**config.mk**
```make
export PLATFORM = sky130hd
export DESIGN_NAME = memory_stage_flat
export DESIGN_NICKNAME = d
export VERILOG_FILES = /design/src/hdl/core_pkg.sv /design/src/hdl/mem_pkg.sv /design/src/hdl/dmem_if.sv /design/src/hdl/load_formatter.sv /design/src/hdl/memory_stage.sv /design/src/hdl/store_lane_gen.sv /design/src/flat_wrapper.sv
export SDC_FILE = /design/constraint.sdc
export NUM_CORES = 1
export LEC_CHECK = 0
export ABC_CLOCK_PERIOD_IN_PS = 4300
export BUFFER_PORTS_ARGS = -buffer_cell sky130_fd_sc_hd__buf_2
export CAP_MARGIN = 25
export CORE_MARGIN = 2
export CORE_UTILIZATION = 38
export DETAILED_ROUTE_END_ITERATION = 12
export PLACE_DENSITY = 0.76
export SYNTH_ARGS = -nofsm -noshare
export SYNTH_HDL_FRONTEND = slang
export SYNTH_SLANG_ARGS = --single-unit
export TNS_END_PERCENT = 20
```
**constraint.sdc**
```tcl
create_clock -name clk -period 4.3 [get_ports clk]
set_input_delay 0.86 -clock clk [delete_from_list [all_inputs] [get_ports clk]]
set_output_delay 0.86 -clock clk [all_outputs]
set_load 0.01 [all_outputs]
```
**src/hdl/core_pkg.sv**
```systemverilog
`default_nettype none

package core_pkg;

    // what the memory stage does with an instruction
    typedef enum logic [2:0] {
        MEM_NONE   = 3'd0,  // no memory access
        MEM_LOAD_S = 3'd1,  // lb, lh, lw
        MEM_LOAD_U = 3'd2,  // lbu, lhu
        MEM_STORE  = 3'd3   // sb, sh, sw
    } mem_kind_t;

    // access width, naturally aligned
    typedef enum logic [1:0] {
        SIZE_B = 2'd0,
        SIZE_H = 2'd1,
        SIZE_W = 2'd2
    } mem_size_t;

    // decoded memory operation from execute
    typedef struct packed {
        mem_kind_t kind;
        mem_size_t size;
    } mem_op_t;

    // tag of an instruction in flight
    typedef logic [7:0] inst_id_t;

    // no real instruction carries this id
    localparam inst_id_t INST_ID_NONE = 8'hff;

endpackage

`default_nettype wire

```
**src/hdl/mem_pkg.sv**
```systemverilog
`default_nettype none

package mem_pkg;

    localparam int DATA_BITS  = 32;
    localparam int BYTE_LANES = DATA_BITS / 8;

    // one data word, seen per byte lane, per half or whole
    typedef union packed {
        logic [BYTE_LANES-1:0][7:0]  bytes;
        logic [1:0][DATA_BITS/2-1:0] halves;
        logic [DATA_BITS-1:0]        word;
    } data_word_u;

    // one enable bit per byte lane
    typedef logic [BYTE_LANES-1:0] byte_mask_t;

endpackage

`default_nettype wire

```
**src/hdl/dmem_if.sv**
```systemverilog
`default_nettype none

interface dmem_if
    import mem_pkg::*;
#(
    parameter int ADDR_BITS = 8
) ();

    // request, stage to ram
    logic                 req_valid;
    logic                 req_write;
    logic [ADDR_BITS-1:0] req_addr;   // word address
    data_word_u           req_wdata;
    byte_mask_t           req_mask;

    // response, ram to stage
    logic                 req_ready;
    logic                 rsp_valid;  // single-cycle pulse per read
    data_word_u           rsp_rdata;

    modport stage (
        output req_valid, req_write, req_addr, req_wdata, req_mask,
        input  req_ready, rsp_valid, rsp_rdata
    );

    modport ram (
        input  req_valid, req_write, req_addr, req_wdata, req_mask,
        output req_ready, rsp_valid, rsp_rdata
    );

endinterface

`default_nettype wire

```
**src/hdl/load_formatter.sv**
```systemverilog
`default_nettype none

module load_formatter
    import core_pkg::*;
    import mem_pkg::*;
(
    input  mem_op_t              op,
    input  logic [1:0]           byte_offset,
    input  data_word_u           raw,
    output logic [DATA_BITS-1:0] rdata
);

    logic [7:0]             sel_byte;
    logic [DATA_BITS/2-1:0] sel_half;
    logic                   sign_ext;

    always_comb begin
        sel_byte = raw.bytes[byte_offset];
        sel_half = raw.halves[byte_offset[1]];  // aligned half, bit 0 ignored
        sign_ext = op.kind == MEM_LOAD_S;

        case (op.size)
            SIZE_B: begin
                rdata = {{(DATA_BITS-8){sign_ext & sel_byte[7]}}, sel_byte};
            end
            SIZE_H: begin
                rdata = {{(DATA_BITS/2){sign_ext & sel_half[DATA_BITS/2-1]}}, sel_half};
            end
            default: begin
                rdata = raw.word;  // lw, no extension
            end
        endcase
    end

endmodule

`default_nettype wire

```
**src/hdl/memory_stage.sv**
```systemverilog
`default_nettype none

module memory_stage
    import core_pkg::*;
    import mem_pkg::*;
#(
    parameter int ADDR_BITS = 8
) (
    input  logic          clk,
    input  logic          rst,

    input  logic          mem_valid,
    input  inst_id_t      mem_inst_id,
    input  mem_op_t       mem_op,
    input  logic [31:0]   mem_addr,
    input  logic [31:0]   mem_wdata,
    input  logic          pipeline_flush,

    dmem_if.stage         dmem,

    output logic          wb_valid,
    output inst_id_t      wb_inst_id,
    output logic [31:0]   wb_rdata,
    output logic          memory_stall
);

    typedef enum logic [1:0] {
        IDLE     = 2'd0,
        ISSUE    = 2'd1,  // request out, waiting for ready
        WAIT_RSP = 2'd2   // load accepted, waiting for data
    } state_t;

    state_t     state;
    inst_id_t   saved_id;
    logic       done;       // saved_id has already been executed

    logic       is_mem;
    logic       is_store;
    logic       fresh;
    logic       start;
    logic       rsp_take;

    data_word_u lane_data;
    byte_mask_t lane_mask;

    // captured load, formatted on the way out
    data_word_u raw_word;
    mem_op_t    load_op;
    logic [1:0] load_off;

    assign is_mem   = mem_op.kind != MEM_NONE;
    assign is_store = mem_op.kind == MEM_STORE;

    // an instruction held by stall must not run twice
    assign fresh    = !done || saved_id != mem_inst_id;
    assign start    = mem_valid && is_mem && fresh;
    assign rsp_take = state == WAIT_RSP && dmem.rsp_valid;

    assign memory_stall = mem_valid && (state != IDLE || start);

    store_lane_gen u_lanes (
        .op          (mem_op),
        .byte_offset (mem_addr[1:0]),
        .wdata       (mem_wdata),
        .lanes       (lane_data),
        .mask        (lane_mask)
    );

    // request fields stay stable while stalled, inputs are held upstream
    assign dmem.req_valid = state == ISSUE;
    assign dmem.req_write = is_store;
    assign dmem.req_addr  = mem_addr[ADDR_BITS+1:2];
    assign dmem.req_wdata = lane_data;
    assign dmem.req_mask  = lane_mask;

    always_ff @(posedge clk) begin
        if (rst) begin
            state    <= IDLE;
            saved_id <= INST_ID_NONE;
            done     <= 1'b0;
        end else begin
            if (mem_valid)
                saved_id <= mem_inst_id;

            if (pipeline_flush || !mem_valid || !is_mem) begin
                state <= IDLE;  // abort, late responses get ignored
                done  <= 1'b0;
            end else begin
                case (state)
                    IDLE: begin
                        if (fresh) begin
                            state <= ISSUE;
                            done  <= 1'b0;
                        end
                    end
                    ISSUE: begin
                        if (dmem.req_ready) begin
                            if (is_store) begin
                                state <= IDLE;
                                done  <= 1'b1;
                            end else begin
                                state <= WAIT_RSP;
                            end
                        end
                    end
                    WAIT_RSP: begin
                        if (dmem.rsp_valid) begin
                            state <= IDLE;
                            done  <= 1'b1;
                        end
                    end
                    default: state <= IDLE;
                endcase
            end
        end
    end

    always_ff @(posedge clk) begin
        if (rsp_take && !pipeline_flush) begin
            raw_word <= dmem.rsp_rdata;
            load_op  <= mem_op;
            load_off <= mem_addr[1:0];
        end
    end

    load_formatter u_format (
        .op          (load_op),
        .byte_offset (load_off),
        .raw         (raw_word),
        .rdata       (wb_rdata)
    );

    assign wb_valid   = mem_valid && !pipeline_flush;
    assign wb_inst_id = mem_inst_id;

endmodule

`default_nettype wire

```
**src/hdl/store_lane_gen.sv**
```systemverilog
`default_nettype none

module store_lane_gen
    import core_pkg::*;
    import mem_pkg::*;
(
    input  mem_op_t              op,
    input  logic [1:0]           byte_offset,
    input  logic [DATA_BITS-1:0] wdata,
    output data_word_u           lanes,
    output byte_mask_t           mask
);

    always_comb begin
        lanes.word = wdata;
        mask       = '1;

        case (op.size)
            SIZE_B: begin
                lanes.bytes = {BYTE_LANES{wdata[7:0]}};   // same byte on every lane
                mask        = byte_mask_t'(1) << byte_offset;
            end
            SIZE_H: begin
                lanes.halves = {2{wdata[DATA_BITS/2-1:0]}};
                mask         = byte_offset[1] ? 4'b1100 : 4'b0011;
            end
            default: begin
                mask = '1;  // full word
            end
        endcase

        // loads never write
        if (op.kind != MEM_STORE)
            mask = '0;
    end

endmodule

`default_nettype wire

```
**src/flat_wrapper.sv**
```systemverilog
// flat-port wrapper written by rule: the top's interface ports become plain ports
module memory_stage_flat import core_pkg::*; import mem_pkg::*;
#(
    parameter int ADDR_BITS = 8
)
  (clk, rst, mem_valid, mem_inst_id, mem_op, mem_addr, mem_wdata, pipeline_flush, wb_valid, wb_inst_id, wb_rdata, memory_stall, dmem_req_valid, dmem_req_write, dmem_req_addr, dmem_req_wdata, dmem_req_mask, dmem_req_ready, dmem_rsp_valid, dmem_rsp_rdata);
  dmem_if #(.ADDR_BITS(ADDR_BITS)) dmem_i ();
  input  logic clk;
  input  logic rst;
  input  logic mem_valid;
  input  inst_id_t mem_inst_id;
  input  mem_op_t mem_op;
  input  logic [31:0] mem_addr;
  input  logic [31:0] mem_wdata;
  input  logic pipeline_flush;
  output logic wb_valid;
  output inst_id_t wb_inst_id;
  output logic [31:0] wb_rdata;
  output logic memory_stall;
  output wire logic [$bits(dmem_i.req_valid)-1:0] dmem_req_valid;
  output wire logic [$bits(dmem_i.req_write)-1:0] dmem_req_write;
  output wire logic [$bits(dmem_i.req_addr)-1:0] dmem_req_addr;
  output wire logic [$bits(dmem_i.req_wdata)-1:0] dmem_req_wdata;
  output wire logic [$bits(dmem_i.req_mask)-1:0] dmem_req_mask;
  input wire logic [$bits(dmem_i.req_ready)-1:0] dmem_req_ready;
  input wire logic [$bits(dmem_i.rsp_valid)-1:0] dmem_rsp_valid;
  input wire logic [$bits(dmem_i.rsp_rdata)-1:0] dmem_rsp_rdata;
  assign dmem_req_valid = dmem_i.req_valid;
  assign dmem_req_write = dmem_i.req_write;
  assign dmem_req_addr = dmem_i.req_addr;
  assign dmem_req_wdata = dmem_i.req_wdata;
  assign dmem_req_mask = dmem_i.req_mask;
  assign dmem_i.req_ready = dmem_req_ready;
  assign dmem_i.rsp_valid = dmem_rsp_valid;
  assign dmem_i.rsp_rdata = dmem_rsp_rdata;
  memory_stage #(.ADDR_BITS(ADDR_BITS)) u_core (.clk(clk), .rst(rst), .mem_valid(mem_valid), .mem_inst_id(mem_inst_id), .mem_op(mem_op), .mem_addr(mem_addr), .mem_wdata(mem_wdata), .pipeline_flush(pipeline_flush), .dmem(dmem_i), .wb_valid(wb_valid), .wb_inst_id(wb_inst_id), .wb_rdata(wb_rdata), .memory_stall(memory_stall));
endmodule
```
======== Yosys cells after proc, flatten, opt, wreduce, memory -nomap -nowiden ========
Cells that the tools add are included.
Widths: inputs -> output; s select.
storage, ports and cells
  input port bits ......................... 115
  register bits after elaboration ......... 50
operators by class
  equality and inequality tests ........... 12
  shifts and indexed selects .............. 1
  magnitude comparators ................... 2
  bitwise gates (word level) .............. 2
  reductions and logical operators ........ 23
  mux-type cells .......................... 19
operators with widths
  operator             count
  $pmux 32 s2          2
  $mux 16              2
  $bmux 8 s2           1
  $mux 2               4
  $mux 4               2
  $mux 8               1
  $ne 8x8->1           1
  $pmux 4 s2           1
  $eq 2x1->1 const B   3
  $logic_and 1x1->1    6
  $logic_not 2->1      3
  $ne 2x1->1 const B   3
  $pmux 2 s3           1
  $reduce_bool 3->1    2
  $reduce_and 5->1     1
  $logic_not 1->1      4
  $logic_or 1x1->1     4
  $mux 1               4
  $shl 1x2->4 const A  1
  $eq 3x1->1 const B   1
  $eq 3x2->1 const B   1
  $lt 2x3->1 const B   1
  $ne 3x2->1 const B   1
  $pmux 1 s3           1
  other kinds (7)      8

======== Longest topological paths before layout ========
  depth after elaboration ................. 5
  mapped depth ............................ 6
  gate-level depth less buffers ........... 6

======== Modules after synthesis ========
Synthesis repeated with hierarchy kept, for this count alone.
second synthesis, totals
  cell total of the unflattened synthesis .. 303
  area total of the unflattened synthesis .. 3,339.5 um^2
by module, submodules not included
  module          area an instance (um^2)  cells each  times used
  memory_stage    1,983.2                  127         1
  load_formatter  848.3                    115         1
  store_lane_gen  508.0                    61          1

======== Least setup slack after synthesis ========
OpenSTA, ideal clock, no wires.
  path kind ............................... input-to-reg
  start ................................... input port pipeline_flush
  end ..................................... register u_core.load_off[0], enable pin
  data required time ...................... 3.807 ns
  buffers on the path ..................... 0
  path slack .............................. 0.041 ns
  cell stages on the path ................. 1
  arrival time ............................ 3.766 ns
  cell sequence ........................... nor3b_1
between the ends
  longest elaborated chain between the ends .. 2
RTL lines
  element               line                 RTL
  from (decl)           flat_wrapper.sv:15   input logic pipeline_flush;
  $logic_not 1->1       memory_stage.sv:119  if (rsp_take && !pipeline_flush) begin
  $logic_and 1x1->1     memory_stage.sv:119
  to (signal assigned)  memory_stage.sv:122  load_off <= mem_addr[1:0];
  to (decl)             memory_stage.sv:49   logic [1:0] load_off;
No other way between the ends.
A chain may end at the register's enable or synchronous reset.

======== Worst setup path in the final report ========
  start ................................... register u_core.load_off[1]
  end ..................................... output port wb_rdata[30]
between the ends
  longest elaborated chain between the ends .. 4
RTL lines
  element                                                  line                                        RTL
  $bmux 8 s2 or $mux 16 (tied branches)                    load_formatter.sv:18, load_formatter.sv:19
  $mux 8 (implied by the code) or $mux 16 (tied branches)  load_formatter.sv:18, load_formatter.sv:19
  $and 1x1->1 (on tied branches)                           load_formatter.sv:24, load_formatter.sv:27
  $pmux 32 s2 *                                            load_formatter.sv:22                        case (op.size)
  to (decl)                                                flat_wrapper.sv:18                          output logic [31:0] wb_rdata;
Every way passes the cells marked *; elsewhere a longest branch is shown, timed or not. The select of a mux whose other input is x is not followed.

==> implementation parameters <==
Parameter                              Value

Floorplanning
  Die Footprint    8750 um^2
  Height of the die    93.6 um
  Die X-Extent    93.6 um
  Std-Cell Core Area    7770 um^2
  I/O pins    203
  Starting density of the core    0.392
  Placement row count    32

Drt
  Routed WL per cell    14.2 um
  Via count of the routed design    2739
  Drt via density    4.96
  Total wire length    7840 um
  Number of nets with antenna violations after detailed routing    0
  Detailed-route DRC error count    0
  1st-pass router iterations    4
  First-iteration detailed-routing DRC count    78

Layout
  Share of cells above drive strength 1    0.433
  Count of fill cells added during filler insertion    757
  Area Overhead vs Synth    26.9%
  Most common library cell in the layout ignoring fill and taps    sky130_fd_sc_hd__buf_2
  Count of nets after finishing    568
  Diodes inserted    0
  Most frequent cells in the layout    sky130_fd_sc_hd__buf_2 (164), sky130_fd_sc_hd__nand2_1 (58), sky130_fd_sc_hd__edfxtp_1 (39)
  Final std cell area, no fill    3870 um^2
  Final core area utilization    0.498

Critical path
  Critical Path Sink    wb_rdata[30]
  Required time of the critical path    3440 ps
  Register-to-Register Setup Slack    2530 ps
  Startpoint Class    flip-flop
  Critical path peak fanout    27
  Depth of the worst register-to-register path    6
  Critical setup path kind    reg2out
  Beginning of the worst register-to-register path    u_core.state[0]
  Endpoint of the worst register-to-register path    u_core.state[1]
  Startpoint of the most critical setup path    u_core.load_off[1]
  Arrival time of the worst setup path    2480 ps
  Worst setup EP type    output pin

Clock tree
  Clock tree from TritonCTS    yes
  Total setup buffers inserted after CTS    0
  Clk root buf    sky130_fd_sc_hd__clkbuf_8
  Number of H-tree levels    2
  TritonCTS Sinks    50
  Clk_lat worst skew    290 ps
  CTS clk-pin slew, worst paths    90 ps
  Clock Tree Buf Depth    2
  Clock buffer count from CTS    5
  Count of cells resized by post-cts repair    0
  CTS Hold Buffers Added    0

STA
  Max transition margin    0.411
  Number of failing hold endpoints at the final stage    0
  Final TNS setup    0 ps
  Min Clock Period, post-route    3340 ps
  Unrepaired setup endpoints after global routing    false
  Pins over their slew limit    0
  Final Skew    11.9 ps
  Actual transition at the worst max-transition pin    880 ps
  Highest clock frequency the design can meet    299 MHz
  Final-report setup violation count    0
  Setup slack of the critical path after layout    955 ps
  Ratio of final minimum period to clock period    0.778

Power
  Maximum vdd ir drop    0.136 mV
  Power Density    256 nW/um^2
  Logic gate share of total power    0.154
  Total chip power    0.990 mW
  Fraction of power consumed by the clock network    0.312
  Sequential power share    0.535
  Switching power    0.228 mW
  Static power due to leakage    1.81 nW
  Switching share of power    0.231
  Internal power consumption    0.762 mW

Placement
  Setup slack at placement    989 ps
  DP HPWL    6000 um
  Routability cong.    0.845
  Cell area after placement    3760 um^2
  IO Port Bufs    164

Worst hold path
  Classification of the worst-slack hold path    reg2reg

Global routing
  Largest net degree at the start of global routing    40
  Via count of the first global-routing pass    2514
  All-Layer GR Usage    0.171
  Overall overflow remaining after global route    0
  Number of antenna violations at the first check in global routing    1
  Global-route wire length before repair    11900 um

Run
  Max-capacitance violation count    0

Yosys
  Per-instance average area after synthesis    9.65 um^2
  Share of async-settable or async-resettable flops after synthesis    0
  Proportion of synthesized chip area in sequential cells    0.456
  Leading register cell type out of synthesis    sky130_fd_sc_hd__edfxtp_1
  Post-Synthesis Cell Area    3050 um^2
  Count of synthesis-stage warnings from yosys    0
  Count of distinct cell types in the synthesized netlist    36
  Number of storage elements in the synthesis netlist    50
  Mapped Nets    435
  Number of enable flip-flop cells after synthesis    39
  Cell count after synthesis    316

Outcome
  Run status    completed
-- final cells by class --
type / instances / area [um^2] / area share
multi-input combinational: 214 / 1360 / 0.352
timing repair buffer: 166 / 836 / 0.216
inverter: 12 / 45.0 / 0.0116
clock inverter: 1 / 6.26 / 0.00162
tap: 102 / 128 / 0.0330
clock buffer: 7 / 101 / 0.0262
sequential: 50 / 1390 / 0.360
-- worst min path at each step --
| stage | from | end | cells after the start |
|---|---|---|---|
| floorplan | u_core.done | u_core.done | 2 |
| global placement | u_core.done | u_core.done | 2 |
| detailed placement | u_core.done | u_core.done | 2 |
| CTS | u_core.done | u_core.done | 2 |
| global route | u_core.done | u_core.done | 2 |
| finish | u_core.done | u_core.done | 2 |
-- registers in the layout (all words and copies together) (netlist names) --
register         count
u_core.state         2
u_core.load_op       5
u_core.load_off      2
u_core.raw_word     32
u_core.done          1
u_core.saved_id      8
-- metrics by stage --
stage / hold slack [ps] / cells
3_3_place_gp: 451 / 544
5_1_grt: 514 / 552
4_1_cts: 471 / 552
6_report: 468 / 552
3_5_place_dp: 456 / 544
2_1_floorplan: 435 / 316
-- cell families after synthesis --
kind of cell,synth area share
buffers and inverters,0.0989
multiplexers,0.103
AND/OR/NAND/NOR,0.156
adder cells (fa/ha/maj),0.0164
XOR/XNOR,0.0230
flip-flops,0.456
AO/OA/AOI/OAI,0.146
-- layer usage --
layer  part of all wire  vias up  global-route usage
li1                   -     1351                   -
met4              0.011        2              0.0386
met5             0.0014        -                   0
met2               0.49      125               0.303
met3              0.093       12              0.0435
met1               0.40     1249               0.209
-- power by group through the flow --
stage | Sequential [mW] | Clock (mW) | Combinational [mW]
after CTS | 0.529 | 0.322 | 0.154
after detailed placement | 0.540 | 0 | 0.153
after floorplan | 0.540 | 0 | 0.0912
final | 0.529 | 0.308 | 0.152
after global routing | 0.530 | 0.339 | 0.169
after global placement | 0.540 | 0 | 0.150
-- critical path, stage by stage, from the launching register on --
cell and delay [ps]:
sky130_fd_sc_hd__edfxtp_1 820, sky130_fd_sc_hd__mux2_2 450, sky130_fd_sc_hd__o211ai_2 610, sky130_fd_sc_hd__nand2_1 140
sky130_fd_sc_hd__buf_2 180
-- Yosys cell counts (4+ instances only) --
cell / instances / share of area
sky130_fd_sc_hd__nor2b_1: 12 / 0.025
sky130_fd_sc_hd__ha_1: 4 / 0.016
sky130_fd_sc_hd__buf_4: 24 / 0.059
sky130_fd_sc_hd__nand2_1: 58 / 0.071
sky130_fd_sc_hd__edfxtp_1: 39 / 0.38
sky130_fd_sc_hd__inv_1: 12 / 0.015
sky130_fd_sc_hd__a21oi_1: 9 / 0.015
sky130_fd_sc_hd__nor2_1: 27 / 0.033
sky130_fd_sc_hd__mux2_2: 17 / 0.063
sky130_fd_sc_hd__mux2i_1: 10 / 0.033
sky130_fd_sc_hd__o22a_1: 9 / 0.026
sky130_fd_sc_hd__clkbuf_1: 12 / 0.015
sky130_fd_sc_hd__o21ai_0: 24 / 0.039
sky130_fd_sc_hd__a221o_1: 7 / 0.023
sky130_fd_sc_hd__xnor2_1: 8 / 0.023
sky130_fd_sc_hd__dfxtp_1: 11 / 0.072
sky130_fd_sc_hd__a211o_1: 9 / 0.026
(Power assumes the default switching activity.)
